`src/prefetch_cfg.svh`:
```
`ifndef PREFETCH_CFG_SVH
`define PREFETCH_CFG_SVH

//////////////////////////////////////////////////
// Fetch front end sizing
//////////////////////////////////////////////////

// Address and data width of the instruction bus
`define PF_XLEN 32

// Budget for requests in flight plus words held in the buffer
// Any value from 2 to 8 works
`define PF_DEPTH 4

// Wide enough for 0 up to PF_DEPTH
`define PF_CNT_W 4

`endif

```
`src/prefetch_pkg.sv`:
```
`include "prefetch_cfg.svh"

package prefetch_pkg;

  // Prefetcher address FSM
  // IDLE issues the sequential address or a fresh branch target
  // BRANCH_WAIT keeps offering a target the bus has not taken yet
  typedef enum logic [0:0] {
    IDLE,
    BRANCH_WAIT
  } prefetch_state_e;

  // Branch pulse from the core with its word aligned target
  typedef struct packed {
    logic                taken;
    logic [`PF_XLEN-1:0] addr;
  } branch_t;

  // Request towards the instruction bus
  typedef struct packed {
    logic                valid;
    logic [`PF_XLEN-1:0] addr;
  } bus_req_t;

  // Response from memory, in request order, never stalled
  typedef struct packed {
    logic                valid;
    logic [`PF_XLEN-1:0] rdata;
  } bus_rsp_t;

  // One fetched word tagged with the address it came from
  typedef struct packed {
    logic [`PF_XLEN-1:0] addr;
    logic [`PF_XLEN-1:0] data;
  } instr_t;

endpackage

```
`src/fetch_request_ctrl.sv`:
```
`timescale 1ns/1ns
`include "prefetch_cfg.svh"

module fetch_request_ctrl
  import prefetch_pkg::*;
(
  input  logic                 clk,
  input  logic                 rst_n,
  // Branch pulse from the core
  input  branch_t              branch_i,
  // High when the bus takes a request this cycle
  input  logic                 req_accept_i,
  // Response strobe from memory
  input  logic                 bus_rsp_valid_i,
  // Occupancy of the instruction buffer
  input  logic [`PF_CNT_W-1:0] buf_count_i,
  // Level, a new request may issue now
  output logic                 req_valid_o,
  // Push strobe for the current response
  output logic                 rsp_keep_o
);

  // Budget limit in the wider sum width
  localparam logic [`PF_CNT_W:0] DEPTH_LIMIT = (`PF_CNT_W+1)'(`PF_DEPTH);

  logic                 active_q;
  logic                 fetch_on;
  logic [`PF_CNT_W-1:0] outstanding_q;
  logic [`PF_CNT_W-1:0] outstanding_d;
  logic [`PF_CNT_W-1:0] discard_q;
  logic [`PF_CNT_W-1:0] discard_d;
  logic [`PF_CNT_W-1:0] buf_count_eff;
  logic [`PF_CNT_W:0]   budget_used;

  //////////////////////////////////////////////////
  // Request budget
  //////////////////////////////////////////////////

  // Fetching starts with the first branch, the pulse itself counts
  assign fetch_on = active_q || branch_i.taken;

  // Buffer flushes on a branch, so its words free up right away
  assign buf_count_eff = branch_i.taken ? '0 : buf_count_i;

  // One extra bit so the sum cannot wrap
  assign budget_used = {1'b0, outstanding_q} + {1'b0, buf_count_eff};

  assign req_valid_o = fetch_on && (budget_used < DEPTH_LIMIT);

  // Requests in flight, discards included
  always_comb
  begin
    outstanding_d = outstanding_q;
    if (req_accept_i && !bus_rsp_valid_i)
      outstanding_d = outstanding_q + 1'b1;
    else if (!req_accept_i && bus_rsp_valid_i)
      outstanding_d = outstanding_q - 1'b1;
  end

  //////////////////////////////////////////////////
  // Response filter
  //////////////////////////////////////////////////

  always_comb
  begin
    discard_d  = discard_q;
    rsp_keep_o = 1'b0;
    if (branch_i.taken)
    begin
      // Whatever is still in flight belongs to the old stream
      // A response in this very cycle is dropped here and not counted
      discard_d = outstanding_q - {{(`PF_CNT_W-1){1'b0}}, bus_rsp_valid_i};
    end
    else if (bus_rsp_valid_i)
    begin
      // Old responses drain first, in order
      if (discard_q != '0)
        discard_d = discard_q - 1'b1;
      else
        rsp_keep_o = 1'b1;
    end
  end

  //////////////////////////////////////////////////
  // State registers
  //////////////////////////////////////////////////

  always_ff @(posedge clk, negedge rst_n)
  begin
    if (!rst_n)
    begin
      active_q      <= 1'b0;
      outstanding_q <= '0;
      discard_q     <= '0;
    end
    else
    begin
      // Stays set once the core has given a start address
      if (branch_i.taken)
        active_q <= 1'b1;
      outstanding_q <= outstanding_d;
      discard_q     <= discard_d;
    end
  end

endmodule

```
`src/prefetcher.sv`:
```
`timescale 1ns/1ns
`include "prefetch_cfg.svh"

module prefetcher
  import prefetch_pkg::*;
(
  input  logic     clk,
  input  logic     rst_n,
  // Branch pulse and target, target is word aligned
  input  branch_t  branch_i,
  // Budget from the request controller
  input  logic     req_valid_i,
  // Bus acceptance
  input  logic     bus_ready_i,
  // Request to the instruction bus
  output bus_req_t bus_req_o,
  // Request taken by the bus this cycle
  output logic     req_accept_o
);

  prefetch_state_e     state_q;
  prefetch_state_e     state_d;
  logic [`PF_XLEN-1:0] addr_q;
  logic [`PF_XLEN-1:0] addr_incr;
  logic [`PF_XLEN-1:0] addr_out;

  // Next sequential word, low bits forced to word alignment
  assign addr_incr = {addr_q[`PF_XLEN-1:2], 2'b00} + `PF_XLEN'(4);

  // Valid comes straight from the budget
  assign bus_req_o.valid = req_valid_i;
  assign bus_req_o.addr  = addr_out;

  assign req_accept_o = req_valid_i && bus_ready_i;

  //////////////////////////////////////////////////
  // Address steering FSM
  //////////////////////////////////////////////////

  always_comb
  begin
    state_d  = state_q;
    addr_out = addr_q;
    case (state_q)
      IDLE:
      begin
        // Branch target wins, else the word after the last one
        if (branch_i.taken)
          addr_out = branch_i.addr;
        else
          addr_out = addr_incr;
        // Target not taken yet, remember to offer it again
        if (branch_i.taken && !req_accept_o)
          state_d = BRANCH_WAIT;
      end

      BRANCH_WAIT:
      begin
        // Replay the held target, or a newer one if the core branches again
        if (branch_i.taken)
          addr_out = branch_i.addr;
        else
          addr_out = addr_q;
        // Target is on the bus, go back to sequential fetch
        if (req_accept_o)
          state_d = IDLE;
      end

      default:
      begin
        state_d = IDLE;
      end
    endcase
  end

  //////////////////////////////////////////////////
  // Registers
  //////////////////////////////////////////////////

  always_ff @(posedge clk, negedge rst_n)
  begin
    if (!rst_n)
    begin
      state_q <= IDLE;
      addr_q  <= '0;
    end
    else
    begin
      state_q <= state_d;
      // Holds the last issued or still pending address
      if (branch_i.taken || req_accept_o)
        addr_q <= addr_out;
    end
  end

endmodule

```
`src/instr_buffer.sv`:
```
`timescale 1ns/1ns
`include "prefetch_cfg.svh"

module instr_buffer
  import prefetch_pkg::*;
(
  input  logic                 clk,
  input  logic                 rst_n,
  // Branch pulse, flushes and reloads the address tag
  input  branch_t              branch_i,
  // Push strobe from the request controller
  input  logic                 rsp_keep_i,
  // Response data from memory
  input  logic [`PF_XLEN-1:0]  rsp_rdata_i,
  // Decoder side handshake
  input  logic                 instr_ready_i,
  output instr_t               instr_o,
  output logic                 instr_valid_o,
  // Occupancy back to the request controller
  output logic [`PF_CNT_W-1:0] buf_count_o
);

  localparam int PTR_W = $clog2(`PF_DEPTH);

  instr_t               mem [`PF_DEPTH];
  instr_t               wr_entry;
  logic [PTR_W-1:0]     wr_ptr_q;
  logic [PTR_W-1:0]     rd_ptr_q;
  logic [`PF_CNT_W-1:0] count_q;
  logic [`PF_XLEN-1:0]  pc_q;
  logic                 push;
  logic                 pop;

  // Wraps at PF_DEPTH, which need not be a power of two
  function automatic logic [PTR_W-1:0] ptr_next(input logic [PTR_W-1:0] ptr);
    logic [PTR_W-1:0] nxt;
    if (ptr == PTR_W'(`PF_DEPTH - 1))
      nxt = '0;
    else
      nxt = ptr + 1'b1;
    return nxt;
  endfunction

  //////////////////////////////////////////////////
  // Handshakes
  //////////////////////////////////////////////////

  // Nothing enters or leaves on a branch cycle
  assign push = rsp_keep_i && !branch_i.taken;
  assign pop  = instr_valid_o && instr_ready_i;

  // Old words are hidden from the decoder while the flush happens
  assign instr_valid_o = (count_q != '0) && !branch_i.taken;
  assign instr_o       = mem[rd_ptr_q];
  assign buf_count_o   = count_q;

  // Word gets the address the tag counter points at
  assign wr_entry.addr = pc_q;
  assign wr_entry.data = rsp_rdata_i;

  //////////////////////////////////////////////////
  // Storage
  //////////////////////////////////////////////////

  always_ff @(posedge clk)
  begin
    if (push)
      mem[wr_ptr_q] <= wr_entry;
  end

  // Pointers, count and address tag
  always_ff @(posedge clk, negedge rst_n)
  begin
    if (!rst_n)
    begin
      wr_ptr_q <= '0;
      rd_ptr_q <= '0;
      count_q  <= '0;
      pc_q     <= '0;
    end
    else if (branch_i.taken)
    begin
      // Empty in one cycle, next kept word is the target
      wr_ptr_q <= '0;
      rd_ptr_q <= '0;
      count_q  <= '0;
      pc_q     <= branch_i.addr;
    end
    else
    begin
      if (push)
      begin
        wr_ptr_q <= ptr_next(wr_ptr_q);
        pc_q     <= pc_q + `PF_XLEN'(4);
      end
      if (pop)
        rd_ptr_q <= ptr_next(rd_ptr_q);
      // Simultaneous push and pop leave the count alone
      if (push && !pop)
        count_q <= count_q + 1'b1;
      else if (!push && pop)
        count_q <= count_q - 1'b1;
    end
  end

endmodule

```
`src/fetch_unit_top.sv`:
```
`timescale 1ns/1ns
`include "prefetch_cfg.svh"

module fetch_unit_top
  import prefetch_pkg::*;
(
  input  logic     clk,
  input  logic     rst_n,
  // Core side branch pulse with target
  input  branch_t  branch_i,
  // Instruction bus request channel
  output bus_req_t bus_req_o,
  input  logic     bus_ready_i,
  // Instruction bus response channel
  input  bus_rsp_t bus_rsp_i,
  // Decoder side
  output instr_t   instr_o,
  output logic     instr_valid_o,
  input  logic     instr_ready_i
);

  // Budget allows a new request
  logic                 req_valid;
  // Bus took the request
  logic                 req_accept;
  // Current response belongs to the live stream
  logic                 rsp_keep;
  // Words waiting for the decoder
  logic [`PF_CNT_W-1:0] buf_count;

  //////////////////////////////////////////////////
  // Request budget and response filter
  //////////////////////////////////////////////////

  fetch_request_ctrl u_req_ctrl (
    .clk             (clk),
    .rst_n           (rst_n),
    .branch_i        (branch_i),
    .req_accept_i    (req_accept),
    .bus_rsp_valid_i (bus_rsp_i.valid),
    .buf_count_i     (buf_count),
    .req_valid_o     (req_valid),
    .rsp_keep_o      (rsp_keep)
  );

  //////////////////////////////////////////////////
  // Address steering
  //////////////////////////////////////////////////

  prefetcher u_prefetcher (
    .clk          (clk),
    .rst_n        (rst_n),
    .branch_i     (branch_i),
    .req_valid_i  (req_valid),
    .bus_ready_i  (bus_ready_i),
    .bus_req_o    (bus_req_o),
    .req_accept_o (req_accept)
  );

  //////////////////////////////////////////////////
  // Word buffer towards the decoder
  //////////////////////////////////////////////////

  instr_buffer u_instr_buffer (
    .clk           (clk),
    .rst_n         (rst_n),
    .branch_i      (branch_i),
    .rsp_keep_i    (rsp_keep),
    .rsp_rdata_i   (bus_rsp_i.rdata),
    .instr_ready_i (instr_ready_i),
    .instr_o       (instr_o),
    .instr_valid_o (instr_valid_o),
    .buf_count_o   (buf_count)
  );

endmodule

```
`config.mk`:
```
export PLATFORM = sky130hd
export DESIGN_NAME = fetch_unit_top
export DESIGN_NICKNAME = d
export VERILOG_FILES = /design/src/prefetch_pkg.sv /design/src/fetch_request_ctrl.sv /design/src/prefetcher.sv /design/src/instr_buffer.sv /design/src/fetch_unit_top.sv
export VERILOG_INCLUDE_DIRS = /design/src
export SDC_FILE = /design/constraint.sdc
export NUM_CORES = 1
export LEC_CHECK = 0
export BUFFER_PORTS_ARGS = -buffer_cell sky130_fd_sc_hd__buf_2
export CORE_MARGIN = 2
export CORE_UTILIZATION = 45
export DETAILED_ROUTE_END_ITERATION = 16
export HOLD_SLACK_MARGIN = 0.02
export PLACE_DENSITY = 0.66
export SYNTH_ARGS = -nofsm -noshare
export SYNTH_HDL_FRONTEND = slang
export SYNTH_SLANG_ARGS = --single-unit
```
`constraint.sdc`:
```
create_clock -name clk -period 8.2 [get_ports clk]
set_input_delay 0.41 -clock clk [delete_from_list [all_inputs] [get_ports clk]]
set_output_delay 0.41 -clock clk [all_outputs]
set_load 0.02 [all_outputs]
```
-- Word level (Yosys, flattened, before mapping)
Memories as Yosys holds them, arrays and structs flattened.
Index checks and enable logic that the tools add are counted.
- register bits after elaboration: 82
- memory bits (writable): 256
- input port bits: 70
- memories kept: 1
- add/sub/neg operators: 11
- magnitude comparators: 1
- equal/unequal tests: 2
- mux-type cells: 28
- bitwise operators: 1
- reductions and logical operators: 26
- memory list (memory ; depth ; width ; rd ports ; clocked after memory_dff ; write ports ; line ; RTL):
    u_instr_buffer.mem ; 4 ; 64 ; 1 ; 0 ; 1 ; instr_buffer.sv:25 ; instr_t mem [`PF_DEPTH];
- operator list (cell ; count):
    32-bit two-way mux ; 4
    32-bit by 3-bit adder with 32-bit output, second input constant ; 2
    32-bit case mux with 2 select lines ; 1
    4-bit two-way mux ; 9
    2-bit two-way mux ; 6
    4-bit by 1-bit subtractor with 4-bit output, second input constant ; 3
    1-bit logical AND ; 10
    2-bit nonzero test ; 5
    4-bit by 1-bit adder with 4-bit output, second input constant ; 2
    4-bit nonzero test ; 2
    1-bit two-way mux ; 7
    4-bit by 4-bit adder with 5-bit output ; 1
    1-bit zero test ; 5
    5-bit by 3-bit less-than comparator with 1-bit output, second input constant ; 1
    2-bit by 1-bit adder with 2-bit output, second input constant ; 2
    2-bit == test, second input constant ; 2
    4-bit by 1-bit subtractor with 4-bit output ; 1
    3-bit nonzero test ; 1
    1-bit logical OR ; 2
    1-bit case mux with 2 select lines ; 1
    2-bit AND reduction ; 1
    1-bit NOT ; 1

-- Longest topological paths before layout
Gate-level depths: netlist (run 1).
- word-level depth: 10
- depth in mapped cells: 16

-- By module
From an unflattened synthesis (run 1), not the netlist that was laid out.
- cells, all modules: 1049
- area, all modules: 15393.5 um^2
- by module, submodules not included (module ; times used ; cells each ; area an instance (um^2) ; seq. area each (um^2)):
    instr_buffer ; 1 ; 610 ; 11678.7 ; 8688.3
    prefetcher ; 1 ; 364 ; 2980.4 ; 825.8
    fetch_request_ctrl ; 1 ; 75 ; 734.5 ; 225.2

-- Worst setup path before layout (run 1)
No wires, ideal clock.
- path type: input to register
- start point: input branch_i[32] (netlist bit)
- end point: register u_req_ctrl.outstanding_q[3]
- arrival time: 3.811 ns
- data required time: 8.120 ns
- slack: 4.309 ns
- stages on the path: 16
- path through: clkbuf_1 clkbuf_1 clkbuf_1 nor2_1 ha_1 nor4_1 nand4_1 clkinv_1 buf_1 ha_1 inv_1 ha_1 a21o_1 a21oi_1 mux2i_1 xnor2_1
- word-level cells in the longest chain between the ends: 8
- RTL lines (item ; line ; RTL):
    from (decl) ; fetch_unit_top.sv:10 ; input branch_t branch_i,
    4-bit two-way mux ; fetch_request_ctrl.sv:43 ; assign buf_count_eff = branch_i.taken ? '0 : buf_count_i;
    4-bit by 4-bit adder with 5-bit output ; fetch_request_ctrl.sv:46 ; assign budget_used = {1'b0, outstanding_q} + {1'b0, buf_count_eff};
    5-bit by 3-bit less-than comparator with 1-bit output ; fetch_request_ctrl.sv:48 ; assign req_valid_o = fetch_on && (budget_used < DEPTH_LIMIT);
    1-bit logical AND (*) ; fetch_request_ctrl.sv:48 ;
    1-bit logical AND (*) ; prefetcher.sv:34 ; assign req_accept_o = req_valid_i && bus_ready_i;
    1-bit zero test ; fetch_request_ctrl.sv:56 ; else if (!req_accept_i && bus_rsp_valid_i)
    1-bit logical AND ; fetch_request_ctrl.sv:56 ;
    2-bit nonzero test (no source line) ; - ;
    to (signal assigned) ; fetch_request_ctrl.sv:101 ; outstanding_q <= outstanding_d;
    to (decl) ; fetch_request_ctrl.sv:28 ; logic [`PF_CNT_W-1:0] outstanding_q;
Mark *: on every way between the ends. The rest lies on a longest branch, timed or not.
A chain may end at the register's enable or synchronous reset.

-- Final worst setup path (run 1)
Same ends and word-level chain as after synthesis.

==> impl_table.tex, run 1 <==
\begin{tabular}{lr}
\hline
Metric & Value \\
\hline
\multicolumn{2}{l}{\textbf{Worst setup path}} \\
\quad Endpoint of the worst register-to-register path & u\_req\_ctrl.outstanding\_q[3] \\
\quad CP Data Arrival Time & 4850 ps \\
\quad Number of buffers and inverters on the critical path & 3 \\
\quad Peak per-stage delay on the critical path & just over 800 ps \\
\quad Startpoint of the worst register-to-register path & u\_instr\_buffer.buf\_count\_o[3] \\
\quad Data required time at the worst endpoint & 8650 ps \\
\quad CP max stage cell & nand4\_1 \\
\quad Endpoint class of the critical path & register \\
\quad List of cells traversed by the critical path & buf\_2 > nor2\_1 > ha\_1 > nor4\_1 > nand4\_1 > clkinv\_1 > ha\_1 > inv\_1 > ha\_1 > a21o\_1 > a21oi\_1 > mux2i\_1 > xnor2\_1 \\
\quad Highest net fanout along the worst path & 36 \\
\quad Critical path class & primary input to register \\
\quad Nature of the critical path startpoint & primary input \\
\quad FF-to-FF path depth & 13 \\
\quad Delay-heaviest family, CP & buffers and inverters \\
\quad Cell seen most often among critical-path stages & ha\_1 \\
\quad Setup slack of the most critical reg-to-reg path & about 3900 ps \\
\multicolumn{2}{l}{\textbf{Power}} \\
\quad Power dissipated by switching net loads & $\sim$1.4 mW \\
\quad Fraction of power spent switching nets & 0.2969 \\
\quad Internal Dissipation & around 3.3 mW \\
\quad Logic pwr share & 0.217 \\
\quad Proportion of power drawn by the clock network & 0.328 \\
\quad Sequential cell fraction of total power & 0.454 \\
\quad Power density over cell area & about 270 nW/µm² \\
\quad Max VDD drop & approximately 0.17 mV \\
\quad Total leakage power & about 6.1 nW \\
\quad Total power of the final layout & $\sim$4.7 mW \\
\multicolumn{2}{l}{\textbf{Min path}} \\
\quad Endpoint of the worst hold-timing path & u\_instr\_buffer.mem[1][30] \\
\quad Hold crit path type & primary input to register \\
\quad Startpoint of the most critical hold path & bus\_rsp\_i[30] \\
\quad Hold Path Stages & 1 \\
\multicolumn{2}{l}{\textbf{Floorplan}} \\
\quad I/O pins & between 150 and 200 \\
\quad Height of the die & roughly 190 µm \\
\quad Initial standard-cell utilization of the core & 0.4593 \\
\quad Row count & between 60 and 70 \\
\quad Die Span X & 186.7 µm \\
\quad Total Die Area & 34850 µm² \\
\quad Core box area & between 30000 and 40000 µm² \\
\multicolumn{2}{l}{\textbf{STA}} \\
\quad Headroom to the max-slew limit & 0.1980 \\
\quad RSZ-0062 raised after global routing & false \\
\quad Hold Vio Cnt, Final & 0 \\
\quad Layout Skew & about 20 ps \\
\quad Final worst path period need & 4406 ps \\
\quad Final Cycle Share & 0.5374 \\
\quad Total setup violations reported at the end of the flow & 0 \\
\quad Count of final max-slew check failures & 0 \\
\quad Setup TNS & 0 ps \\
\quad Measured slew at the worst slew-check pin & $\sim$1200 ps \\
\quad Highest achievable clock rate & 0.2269 GHz \\
\multicolumn{2}{l}{\textbf{Drt}} \\
\quad Via density per instance & $\sim$6 \\
\quad Sum of routed wire length over all layers & 33.37 mm \\
\quad Antenna-violating nets left & 0 \\
\quad Drt pass-1 iters & 5 \\
\quad Wirelength per Cell & between 20 and 25 µm \\
\quad Remaining DRCs & 0 \\
\quad Vias post-DR & roughly 9500 \\
\quad Iteration-0 DRC Markers & roughly 860 \\
\multicolumn{2}{l}{\textbf{Logic synthesis}} \\
\quad Post-Syn Instances & 1000 \\
\quad Post-synth top flop & edfxtp\_1 \\
\quad Synthesized area per cell & between 15 and 20 µm² \\
\quad Yosys warning total & 0 \\
\quad Number of enable-type register cells in the synthesized netlist & 256 \\
\quad Part of the Yosys area used for sequential elements & 0.6485 \\
\quad Area share of the leading cell type in the synthesized netlist & 0.5119 \\
\quad Synth async-reset ratio & 0.2426 \\
\quad Dominant cell type by area after synthesis & edfxtp\_1 \\
\quad Most frequently used cell type in the post-synthesis netlist & edfxtp\_1 \\
\quad Number of distinct library cell variants in the gate-level netlist after synthesis & 68 \\
\quad Top cells by area, synth & edfxtp\_1 (51\%), dfrtp\_1 (14\%), mux4\_2 (9.6\%), ha\_1 (1.6\%), nor2\_1 (1.3\%) \\
\quad Ranking of synthesized cells by instance count & edfxtp\_1 (256), dfrtp\_1 (82), mux4\_2 (64) \\
\quad Yosys reg bits & about 340 \\
\quad Syn nets & about 1100 \\
\quad Netlist Area Pre-Place & around 15000 µm² \\
\multicolumn{2}{l}{\textbf{GRT}} \\
\quad Number of antenna violations at the first check in global routing & 0 \\
\quad All-Layer GR Usage & 0.1898 \\
\quad Vias in the first global route & between 9000 and 10000 \\
\quad Global route total overflow & 0 \\
\quad Maximum number of pins on one net before global-route repair & 66 \\
\quad Wire length of the first global-routing pass & roughly 53 mm \\
\multicolumn{2}{l}{\textbf{Finish}} \\
\quad Layout Nets & $\sim$1200 \\
\quad Number of filler cells placed in the layout & approximately 2800 \\
\quad Count of placed standard cells in the final layout, fillers left out & around 1600 \\
\quad Synth-to-Final Area Change & 15.94\% \\
\quad Share of final-layout standard cells stronger than drive strength 1 & 0.2753 \\
\quad Diode insertion count for antenna repair & 0 \\
\multicolumn{2}{l}{\textbf{Outcome}} \\
\quad Run status & completed \\
\multicolumn{2}{l}{\textbf{Clock network}} \\
\quad Post-cts gate resize count & 0 \\
\quad TritonCTS sink count & 338 \\
\quad Cts-stage hold buffer count & 1 \\
\quad Clk pin slew, worst setup/hold paths & about 60 ps \\
\quad Source-to-sink clock delay at the later pin of the worst-skew pair & approximately 520 ps \\
\quad Inserted Clock Buffers & 36 \\
\quad CTS tree & yes \\
\quad CTS Buffer Depth & 3 \\
\quad Clock H-tree levels & 2 \\
\quad Post-CTS setup buffer count & 0 \\
\quad Clock tree root buffer cell & clkbuf\_16 \\
\multicolumn{2}{l}{\textbf{Place}} \\
\quad Detailed placer's ending HPWL & roughly 21 mm \\
\quad Number of input and output port buffers inserted & 167 \\
\quad Placed insts & approximately 1600 \\
\quad Routability congestion estimate from global placement & between 0.8 and 0.9 \\
\multicolumn{2}{l}{\textbf{Run}} \\
\quad Total of max-cap violations & 0 \\
\hline
\end{tabular}
power by group through the flow:
stage | clock, mW | combinational (mW) | sequential [mW]
finish | 1.55 | 1.03 | 2.15
floorplan | 0 | 0.795 | 2.09
detailed placement | 0 | 1.03 | 2.18
CTS | 1.59 | 1.04 | 2.15
global route | 1.66 | 1.12 | 2.17
global placement | 0 | 1.02 | 2.17
metal layers:
metal / up-vias / routed length [µm] / part of all wire / GRT usage
met5: - / 0 / 0 / 0
met2: 368 / 15370 / 0.46 / 0.2991
li1: 4318 / - / - / -
met4: 0 / 499 / 0.015 / 0.03938
met1: 4823 / 15240 / 0.46 / 0.2789
met3: 40 / 2262 / 0.068 / 0.03329
state kept, by name, summed over array words and instances (netlist names):
| signal | count |
|---|---|
| u_instr_buffer.mem | 256 |
| u_req_ctrl.active_q | 1 |
| u_instr_buffer.wr_ptr_q | 2 |
| u_instr_buffer.pc_q | 32 |
| u_instr_buffer.rd_ptr_q | 2 |
| u_prefetcher.state_q | 1 |
| u_instr_buffer.buf_count_o | 4 |
| u_req_ctrl.outstanding_q | 4 |
| u_prefetcher.addr_q | 32 |
| u_req_ctrl.discard_q | 4 |
stage by stage:
stage	util	hold WS [ps]	instance area (µm²)	setup slack, ps
floorplan	-	114.4	15020	4309
global placement	0.4977	307.6	16270	3343
detailed placement	0.4977	305.6	16270	3259
CTS	0.5324	90.99	17410	3792
global route	0.5324	93.51	17410	3474
finish	0.5324	108.3	17410	3794
area by class of cell:
cell class                      count  area [µm²]  area share
Tap cell                          442       553.0     0.03176
Timing Repair Buffer              180       938.4     0.05389
Multi-Input combinational cell    584        4981      0.2861
Sequential cell                   338        9744      0.5596
Inverter                           18       67.56    0.003880
Clock buffer                       45       934.6     0.05368
Clock inverter                     19       192.7     0.01107
logic make-up after synthesis:
group                      share of synthesized area
AOI/OAI and AO/OA                            0.07032
xor gates and xnor gates                     0.01633
muxes                                         0.1112
adders and majority gates                    0.01850
and+or+nand+nor                               0.1140
DFF                                           0.6485
buffers and inverters                        0.02116
cell usage in the layout, fill, tap and decap left out, types with 19 or more instances in the layout:
| master | count |
|---|---|
| ha_1 | 19 |
| mux4_2 | 64 |
| a21oi_1 | 23 |
| nand4_1 | 25 |
| dfrtp_1 | 80 |
| buf_2 | 166 |
| nor3_1 | 20 |
| o21ai_0 | 23 |
| clkbuf_16 | 36 |
| nand2_1 | 42 |
| nor4_1 | 24 |
| nor2_1 | 51 |
| edfxtp_1 | 256 |
| nand3_1 | 19 |
how the worst max path moves through the flow:
stage / from / end / cells after the start
6_report: branch_i[32] / u_req_ctrl.outstanding_q[3] / 13
5_1_grt: branch_i[32] / u_req_ctrl.outstanding_q[3] / 13
4_1_cts: branch_i[32] / u_req_ctrl.outstanding_q[3] / 13
3_5_place_dp: branch_i[32] / u_req_ctrl.outstanding_q[3] / 13
3_3_place_gp: branch_i[32] / u_req_ctrl.outstanding_q[3] / 13
2_1_floorplan: branch_i[32] / u_req_ctrl.outstanding_q[3] / 16
(Power assumes the default switching activity.)
==> run 2, diff against run 1 <==
Clock period 8.2 ns to 4.3 ns, I/O delays scaled along.
==> impl_table.tex, run 2 (synthesis gave the netlist of run 1 again) <==
\begin{tabular}{lr}
\hline
Metric & Value \\
\hline
\multicolumn{2}{l}{\textbf{STA}} \\
\quad Hold Vio Cnt, Final & 0 (unchanged) \\
\quad Post-route worst hold slack & 40.87 ps (was 108.3 ps) \\
\quad Total setup violations reported at the end of the flow & 0 (unchanged) \\
\quad RSZ-0062 raised after global routing & false (unchanged) \\
\quad Headroom to the max-slew limit & 0.2069 (was 0.1980) \\
\quad Highest achievable clock rate & 0.3029 GHz \\
\quad Measured slew at the worst slew-check pin & 1174 ps (was 1187 ps) \\
\quad Final worst path period need & $\sim$3300 ps \\
\quad Layout Skew & 13.07 ps (was 20.09 ps) \\
\quad Final Cycle Share & 0.7679 \\
\quad Count of final max-slew check failures & 0 (unchanged) \\
\quad Setup TNS & 0 ps (unchanged) \\
\quad Final setup margin & 998.2 ps (was 3794 ps) \\
\multicolumn{2}{l}{\textbf{GRT}} \\
\quad Wire length of the first global-routing pass & 53.78 mm (was 52.64 mm) \\
\quad Fraction of met2 tracks used by global routing & 0.3103 (was 0.2991) \\
\quad All-Layer GR Usage & 0.1948 (was 0.1898) \\
\quad Number of antenna violations at the first check in global routing & 0 (unchanged) \\
\quad Maximum number of pins on one net before global-route repair & 68 (was 66) \\
\quad Global route total overflow & 0 (unchanged) \\
\quad Global-route track usage on met3 & 0.03442 (was 0.03329) \\
\quad Vias in the first global route & 9625 (was 9384) \\
\quad Global route hottest layer & met2 (unchanged) \\
\quad Met1 routing resource usage after global routing & 0.2792 (was 0.2789) \\
\multicolumn{2}{l}{\textbf{Finish}} \\
\quad Commonest non-fill, non-tap cells in the layout & edfxtp\_1 (256), buf\_2 (166), dfrtp\_1 (80) (unchanged) \\
\quad Share of final-layout standard cells stronger than drive strength 1 & 0.2699 (was 0.2753) \\
\quad Diode insertion count for antenna repair & 0 (unchanged) \\
\quad Largest reg by FF count & u\_instr\_buffer.mem (unchanged) \\
\quad Synth-to-Final Area Change & 18.87\% (was 15.94\%) \\
\quad Final core utilization & 0.5459 (was 0.5324) \\
\quad Number of filler cells placed in the layout & 2740 (was 2755) \\
\quad Count of placed standard cells in the final layout, fillers left out & 1672 (was 1626) \\
\quad Top Registers & u\_instr\_buffer.mem (256), u\_instr\_buffer.pc\_q (32), u\_prefetcher.addr\_q (32) (unchanged) \\
\quad Final std cell area, no fill & 17850 µm² (was 17410 µm²) \\
\quad Largest register FFs & 256 (unchanged) \\
\quad Layout Nets & 1294 (was 1249) \\
\quad Most common cell after layout, fill and taps aside & edfxtp\_1 (unchanged) \\
\multicolumn{2}{l}{\textbf{Floorplan}} \\
\quad Core box area & 32700 µm² (unchanged) \\
\quad Row count & 66 (unchanged) \\
\quad Total Die Area & 34850 µm² (unchanged) \\
\quad Initial standard-cell utilization of the core & 0.4593 (unchanged) \\
\quad Height of the die & 186.7 µm (unchanged) \\
\quad Die Span X & 186.7 µm (unchanged) \\
\quad I/O pins & 168 (unchanged) \\
\multicolumn{2}{l}{\textbf{Clock network}} \\
\quad Clk pin slew, worst setup/hold paths & 60 ps (about the same) \\
\quad CTS Buffer Depth & 3 (unchanged) \\
\quad Clock H-tree levels & 2 (unchanged) \\
\quad Post-cts gate resize count & 0 (unchanged) \\
\quad TritonCTS sink count & 338 (unchanged) \\
\quad Inserted Clock Buffers & 36 (unchanged) \\
\quad Clock tree root buffer cell & clkbuf\_16 (unchanged) \\
\quad Source-to-sink clock delay at the later pin of the worst-skew pair & 520 ps (about the same) \\
\quad CTS tree & yes (unchanged) \\
\multicolumn{2}{l}{\textbf{Place}} \\
\quad Placed insts & 1566 (was 1561) \\
\quad Pre-CTS setup slack & 1141 ps (was 3259 ps) \\
\quad Detailed placer's ending HPWL & 21.95 mm (was 20.99 mm) \\
\quad Number of input and output port buffers inserted & 167 (unchanged) \\
\quad Routability congestion estimate from global placement & 0.8780 (was 0.8506) \\
\quad Placement Cell Area & 16350 µm² (was 16270 µm²) \\
\multicolumn{2}{l}{\textbf{Worst setup path}} \\
\quad Critical path class & register to primary output (was primary input to register) \\
\quad Nature of the critical path startpoint & register (was primary input) \\
\quad Highest net fanout along the worst path & 12 (was 36) \\
\quad CP Data Arrival Time & 3090 ps (was 4850 ps) \\
\quad Peak per-stage delay on the critical path & 890 ps (was 820 ps) \\
\quad Startpoint of the worst register-to-register path & u\_req\_ctrl.discard\_q[0] (was u\_instr\_buffer.buf\_count\_o[3]) \\
\quad CP max stage cell & nor4\_2 (was nand4\_1) \\
\quad Setup slack of the most critical reg-to-reg path & 1030 ps (was 3850 ps) \\
\quad List of cells traversed by the critical path & nand4\_1 > nor4\_2 > a211oi\_1 > a311oi\_1 > buf\_2 (was buf\_2 > nor2\_1 > ha\_1 > nor4\_1 > nand4\_1 > clkinv\_1 > ha\_1 > inv\_1 > ha\_1 > a21o\_1 > a21oi\_1 > mux2i\_1 > xnor2\_1) \\
\quad FF-to-FF path depth & 10 (was 13) \\
\quad Delay-heaviest family, CP & simple AND/OR/NAND/NOR gates (was buffers and inverters) \\
\quad Endpoint of the worst register-to-register path & u\_instr\_buffer.buf\_count\_o[3] (was u\_req\_ctrl.outstanding\_q[3]) \\
\quad Number of buffers and inverters on the critical path & 1 (was 3) \\
\quad Data required time at the worst endpoint & 4090 ps (was 8650 ps) \\
\quad Endpoint class of the critical path & primary output (was register) \\
\multicolumn{2}{l}{\textbf{Drt}} \\
\quad Via density per instance & 5.786 (was 5.873) \\
\quad Wirelength per Cell & 20.40 µm (was 20.52 µm) \\
\quad Sum of routed wire length over all layers & 34.11 mm (was 33.37 mm) \\
\quad Antenna-violating nets left & 0 (unchanged) \\
\quad Iteration-0 DRC Markers & 807 (was 856) \\
\quad Remaining DRCs & 0 (unchanged) \\
\quad Vias post-DR & 9675 (was 9549) \\
\quad Drt pass-1 iters & 7 (was 5) \\
\multicolumn{2}{l}{\textbf{Power}} \\
\quad Max VDD drop & 0.3221 mV (was 0.1700 mV) \\
\quad Total leakage power & 6.255 nW (was 6.066 nW) \\
\quad Power density over cell area & 503.8 nW/µm² (was 271.4 nW/µm²) \\
\quad Total power of the final layout & 8.995 mW (was 4.725 mW) \\
\multicolumn{2}{l}{\textbf{Run}} \\
\quad Total of max-cap violations & 0 (unchanged) \\
\multicolumn{2}{l}{\textbf{Min path}} \\
\quad Endpoint of the worst hold-timing path & u\_instr\_buffer.pc\_q[10] (was u\_instr\_buffer.mem[1][30]) \\
\quad Startpoint of the most critical hold path & branch\_i[10] (was bus\_rsp\_i[30]) \\
\quad Hold Path Stages & 3 (was 1) \\
\quad Hold crit path type & primary input to register (unchanged) \\
\multicolumn{2}{l}{\textbf{Outcome}} \\
\quad Run status & completed (unchanged) \\
\hline
\end{tabular}
-- run 2: layer usage --
layer / up-vias / routed length, µm
met5: - / 0
met4: 0 / 667
met3: 60 / 2102
met2: 353 / 15890
met1: 4848 / 15450
li1: 4414 / -
-- run 2: where the power goes --
| group | total (mW) | switching, mW | internal [mW] |
|---|---|---|---|
| Combinational | 1.99 | 1.09 | 0.902 |
| Clock | 2.88 | 1.22 | 1.66 |
| Sequential | 4.12 | 0.379 | 3.74 |
| Total | 8.99 | 2.69 | 6.31 |
-- run 2: worst reg2reg max path, stage by stage, from the launching register on --
cell       delay [ps]
dfrtp_1           380
inv_1             120
ha_1              170
or3b_1            440
or2_2             390
or3_1             390
ha_1              300
a21o_1            210
a2111oi_0         510
mux2i_1           130
o311ai_0          120
-- run 2: worst max path at each step --
| stage | cells past startpoint | slack, ps | end | start |
|---|---|---|---|---|
| after detailed placement | 10 | 1140 | u_instr_buffer.buf_count_o[3] | u_req_ctrl.discard_q[0] |
| after global placement | 10 | 1300 | u_instr_buffer.buf_count_o[3] | u_req_ctrl.discard_q[0] |
| after floorplan | 16 | 600 | u_req_ctrl.outstanding_q[3] | branch_i[32] |
| after CTS | 5 | 1040 | bus_req_o[24] | u_prefetcher.addr_q[8] |
| final | 5 | 1000 | bus_req_o[26] | u_prefetcher.addr_q[8] |
| after global routing | 5 | 700 | bus_req_o[26] | u_prefetcher.addr_q[8] |
-- run 2: final cells by class --
cell class / count / area [µm²] / area share
clock buffer: 43 / 927.1 / 0.05193
tap: 442 / 553.0 / 0.03098
timing repair buffer: 225 / 1414 / 0.07920
multi-input combinational: 584 / 4981 / 0.2790
clock inverter: 22 / 165.2 / 0.009251
sequential: 338 / 9744 / 0.5458
inverter: 18 / 67.56 / 0.003785
-- run 2: repair_timing --
| item | CTS | global route |
|---|---|---|
| hold endpoints to repair | 178 | 0 |
| hold buffers | 41 | 0 |
| setup buffers | 0 | 0 |
==> run 3, diff against run 2 <==
Settings changed: ABC_AREA from default to 1.
Clock period 4.3 ns to 3.1 ns, I/O delays scaled along.
==> impl_table.tex, run 3 <==
\begin{tabular}{lr}
\hline
Metric & Value \\
\hline
\multicolumn{2}{l}{\textbf{Logic synthesis}} \\
\quad Most frequently used cell type in the post-synthesis netlist & nand2\_1 (was edfxtp\_1) \\
\quad Number of distinct library cell variants in the gate-level netlist after synthesis & 39 (was 68) \\
\quad Part of the Yosys area used for sequential elements & 0.6246 (was 0.6485) \\
\quad Yosys warning total & 0 (unchanged) \\
\quad Number of enable-type register cells in the synthesized netlist & 256 (unchanged) \\
\quad Yosys reg bits & 338 (unchanged) \\
\quad Post-synth top flop & edfxtp\_1 (unchanged) \\
\quad Synth async-reset ratio & 0.2426 (unchanged) \\
\quad Area share of the leading cell type in the synthesized netlist & 0.4930 (was 0.5119) \\
\quad Syn nets & 1676 (was 1091) \\
\quad Ranking of synthesized cells by instance count & nand2\_1 (358), edfxtp\_1 (256), nor2\_1 (222) (was edfxtp\_1 (256), dfrtp\_1 (82), mux4\_2 (64)) \\
\quad Post-Syn Instances & 1585 (was 1000) \\
\quad Synthesized area per cell & 9.838 µm² (was 15.02 µm²) \\
\quad Dominant cell type by area after synthesis & edfxtp\_1 (unchanged) \\
\quad Top cells by area, synth & edfxtp\_1 (49\%), dfrtp\_1 (13\%), nand2\_1 (8.6\%), o21ai\_0 (5.8\%), nor2\_1 (5.3\%) (was edfxtp\_1 (51\%), dfrtp\_1 (14\%), mux4\_2 (9.6\%), ha\_1 (1.6\%), nor2\_1 (1.3\%)) \\
\quad Netlist Area Pre-Place & 15590 µm² (was 15020 µm²) \\
\multicolumn{2}{l}{\textbf{Floorplan}} \\
\quad Die Span X & 190.1 µm (was 186.7 µm) \\
\quad Initial standard-cell utilization of the core & 0.4536 (was 0.4593) \\
\quad I/O pins & 168 (unchanged) \\
\quad Core box area & 34370 µm² (was 32700 µm²) \\
\quad Row count & 68 (was 66) \\
\quad Total Die Area & 36160 µm² (was 34850 µm²) \\
\quad Height of the die & 190.1 µm (was 186.7 µm) \\
\multicolumn{2}{l}{\textbf{Place}} \\
\quad Pre-CTS setup slack & 477.8 ps (was 1141 ps) \\
\quad Number of input and output port buffers inserted & 167 (unchanged) \\
\quad Routability congestion estimate from global placement & 0.9330 (was 0.8780) \\
\quad Detailed placer's ending HPWL & 25.26 mm (was 21.95 mm) \\
\multicolumn{2}{l}{\textbf{Finish}} \\
\quad Synth-to-Final Area Change & 20.30\% (was 18.87\%) \\
\quad Diode insertion count for antenna repair & 0 (unchanged) \\
\quad Most common cell after layout, fill and taps aside & nand2\_1 (was edfxtp\_1) \\
\quad Layout Nets & 1894 (was 1294) \\
\quad Largest register FFs & 256 (unchanged) \\
\quad Number of filler cells placed in the layout & 3044 (was 2740) \\
\quad Commonest non-fill, non-tap cells in the layout & nand2\_1 (358), edfxtp\_1 (256), nor2\_1 (218) (was edfxtp\_1 (256), buf\_2 (166), dfrtp\_1 (80)) \\
\quad Share of final-layout standard cells stronger than drive strength 1 & 0.1495 (was 0.2699) \\
\quad Largest reg by FF count & u\_instr\_buffer.mem (unchanged) \\
\quad Top Registers & u\_instr\_buffer.mem (256), u\_instr\_buffer.pc\_q (32), u\_prefetcher.addr\_q (32) (unchanged) \\
\multicolumn{2}{l}{\textbf{Clock network}} \\
\quad TritonCTS sink count & 338 (unchanged) \\
\quad CTS tree & yes (unchanged) \\
\quad Clk pin slew, worst setup/hold paths & 60 ps (about the same) \\
\quad Clock H-tree levels & 2 (unchanged) \\
\quad Inserted Clock Buffers & 37 (was 36) \\
\quad Source-to-sink clock delay at the later pin of the worst-skew pair & 530 ps (was 520 ps) \\
\quad Clock tree root buffer cell & clkbuf\_16 (unchanged) \\
\quad CTS Buffer Depth & 3 (unchanged) \\
\multicolumn{2}{l}{\textbf{Min path}} \\
\quad Endpoint of the worst hold-timing path & u\_instr\_buffer.pc\_q[11] (was u\_instr\_buffer.pc\_q[10]) \\
\quad Hold crit path type & primary input to register (unchanged) \\
\quad Startpoint of the most critical hold path & branch\_i[11] (was branch\_i[10]) \\
\quad Hold Path Stages & 3 (unchanged) \\
\multicolumn{2}{l}{\textbf{Drt}} \\
\quad Sum of met2 wire segment lengths after detailed routing & 18.07 mm (was 15.89 mm) \\
\quad Uppermost layer routed & met4 (unchanged) \\
\quad Drt pass-1 iters & 5 (was 7) \\
\quad Wirelength per Cell & 17.16 µm (was 20.40 µm) \\
\quad Via density per instance & 5.343 (was 5.786) \\
\quad Total routed wire length on the met1 layer & 17.29 mm (was 15.45 mm) \\
\quad Vias post-DR & 12190 (was 9675) \\
\quad Remaining DRCs & 0 (unchanged) \\
\quad Antenna-violating nets left & 0 (unchanged) \\
\quad Amount of wire on met3 after detailed routing & 2.940 mm (was 2.102 mm) \\
\quad Iteration-0 DRC Markers & 906 (was 807) \\
\quad Sum of routed wire length over all layers & 39.15 mm (was 34.11 mm) \\
\multicolumn{2}{l}{\textbf{Worst setup path}} \\
\quad CP Data Arrival Time & 3100 ps (was 3090 ps) \\
\quad Endpoint of the worst register-to-register path & u\_req\_ctrl.outstanding\_q[3] (was u\_instr\_buffer.buf\_count\_o[3]) \\
\quad Endpoint class of the critical path & register (was primary output) \\
\quad Startpoint of the worst register-to-register path & u\_instr\_buffer.buf\_count\_o[3] (was u\_req\_ctrl.discard\_q[0]) \\
\quad Setup slack of the most critical reg-to-reg path & 450 ps (was 1030 ps) \\
\quad Highest net fanout along the worst path & 4 (was 12) \\
\quad FF-to-FF path depth & 17 (was 10) \\
\quad Critical path class & register to register (was register to primary output) \\
\quad Nature of the critical path startpoint & register (unchanged) \\
\quad CP startpoint & u\_instr\_buffer.buf\_count\_o[3] (was u\_prefetcher.addr\_q[8]) \\
\quad Data required time at the worst endpoint & 3550 ps (was 4090 ps) \\
\multicolumn{2}{l}{\textbf{Power}} \\
\quad Fraction of power spent switching nets & 0.3645 (was 0.2987) \\
\quad Total power of the final layout & 14.66 mW (was 8.995 mW) \\
\quad Power density over cell area & 781.8 nW/µm² (was 503.8 nW/µm²) \\
\quad Sequential cell fraction of total power & 0.400 (was 0.458) \\
\quad Internal Dissipation & 9.319 mW (was 6.308 mW) \\
\quad Proportion of power drawn by the clock network & 0.290 (was 0.321) \\
\quad Power dissipated by switching net loads & 5.345 mW (was 2.686 mW) \\
\quad Logic pwr share & 0.310 (was 0.221) \\
\quad Max VDD drop & 0.5711 mV (was 0.3221 mV) \\
\quad Total leakage power & 7.460 nW (was 6.255 nW) \\
\multicolumn{2}{l}{\textbf{STA}} \\
\quad Measured slew at the worst slew-check pin & 942.8 ps (was 1174 ps) \\
\quad Final Cycle Share & 0.8537 \\
\quad Hold Vio Cnt, Final & 0 (unchanged) \\
\quad Count of final max-slew check failures & 0 (unchanged) \\
\quad Layout Skew & 14.34 ps (was 13.07 ps) \\
\quad Highest achievable clock rate & about 0.38 GHz \\
\quad RSZ-0062 raised after global routing & false (unchanged) \\
\quad Final setup margin & 453.4 ps (was 998.2 ps) \\
\quad Final worst path period need & 2647 ps \\
\quad Total setup violations reported at the end of the flow & 0 (unchanged) \\
\quad Headroom to the max-slew limit & 0.3699 (was 0.2069) \\
\multicolumn{2}{l}{\textbf{Outcome}} \\
\quad Run status & completed (unchanged) \\
\multicolumn{2}{l}{\textbf{GRT}} \\
\quad Vias in the first global route & 11480 (was 9625) \\
\quad Maximum number of pins on one net before global-route repair & 131 (was 68) \\
\quad Wire length of the first global-routing pass & 61.42 mm (was 53.78 mm) \\
\quad All-Layer GR Usage & 0.2158 (was 0.1948) \\
\quad Number of antenna violations at the first check in global routing & 1 (was 0) \\
\quad Global route total overflow & 0 (unchanged) \\
\multicolumn{2}{l}{\textbf{Run}} \\
\quad Total of max-cap violations & 0 (unchanged) \\
\hline
\end{tabular}
[run 3: changes by cell type after synthesis, sizes merged, moves of 16 or more]
cell / before / now
o21ai: 23 / 187
and3: 22 / 0
nand2: 42 / 362
o22ai: 1 / 64
a211oi: 17 / 0
nor2: 51 / 232
a21oi: 23 / 7
nand3: 21 / 89
and4: 17 / 0
mux4: 64 / 0
inv: 17 / 125
nor4: 25 / 0
[run 3: power groups by stage]
| stage | Sequential [mW] | Combinational, mW | Clock (mW) |
|---|---|---|---|
| after floorplan | 5.76 | 3.17 | 0 |
| after global placement | 5.93 | 4.42 | 0 |
| after detailed placement | 5.94 | 4.50 | 0 |
| after CTS | 5.86 | 4.57 | 4.34 |
| after global routing | 5.94 | 5.06 | 4.49 |
| final | 5.87 | 4.55 | 4.25 |
[run 3: final cells by class]
cell class / instances / area (µm²) / area share
Multi-Input combinational cell: 1052 / 5097 / 0.2717
Inverter: 125 / 470.5 / 0.02508
Clock buffer: 48 / 988.4 / 0.05269
Clock inverter: 14 / 176.4 / 0.009405
Sequential cell: 338 / 9744 / 0.5195
Tap cell: 455 / 569.3 / 0.03035
Timing Repair Buffer: 249 / 1712 / 0.09125
[run 3: worst max-delay path by stage]
stage,depth (start not counted),endpoint,slack [ps]
3_3_place_gp,17,u_req_ctrl.outstanding_q[3],610
6_report,17,u_req_ctrl.outstanding_q[3],450
4_1_cts,17,u_req_ctrl.outstanding_q[3],470
3_5_place_dp,17,u_req_ctrl.outstanding_q[3],480
5_1_grt,17,u_req_ctrl.outstanding_q[3],130
2_1_floorplan,8,u_instr_buffer.mem[0][0],-110
[run 3: cell families (layout without fill, tap and decap cells)]
group,after synthesis,in the layout,synth area share
AOI/OAI and AO/OA,290,290,0.1039
xor gates and xnor gates,21,21,0.01180
and+or+nand+nor,720,720,0.1915
DFF,338,338,0.6246
adders and majority gates,21,21,0.01781
buffers and inverters,195,436,0.05039
[run 3: stage by stage]
step / cell area [µm²] / TNS, ps / hold WS [ps] / util / instances
3_3_place_gp: 17010 / 0 / 308.3 / 0.4949 / 2161
3_5_place_dp: 17010 / 0 / 308.3 / 0.4949 / 2161
5_1_grt: 18760 / 0 / 74.32 / 0.5457 / 2281
6_report: 18760 / 0 / 50.66 / 0.5457 / 2281
4_1_cts: 18760 / 0 / 20.77 / 0.5457 / 2281
2_1_floorplan: 15600 / -29030 / -140.6 / - / 1585
[run 3: per-layer routing]
metal / up-vias / GRT usage
met5: - / 0
met4: 0 / 0.06291
met3: 58 / 0.03173
met2: 451 / 0.3480
met1: 5822 / 0.3052
li1: 5856 / -
[run 3: what timing repair did]
action,4_1_cts,5_1_grt
endpoints found under the hold margin,213,0
hold buffers,58,0
gates resized for setup,0,0
setup buffers,0,0
[run 3: worst max-delay path, stage by stage, from the launching register on]
cell	delay, ps
dfrtp_1	400
inv_1	90
nor2_1	50
ha_1	260
nor3_1	230
nand2_2	100
nor2_4	130
nand2_4	50
inv_1	50
ha_1	170
inv_1	90
ha_1	280
nand2_1	70
nand2_1	50
a21oi_1	160
o21bai_1	80
a21oi_1	150
xor2_1	160
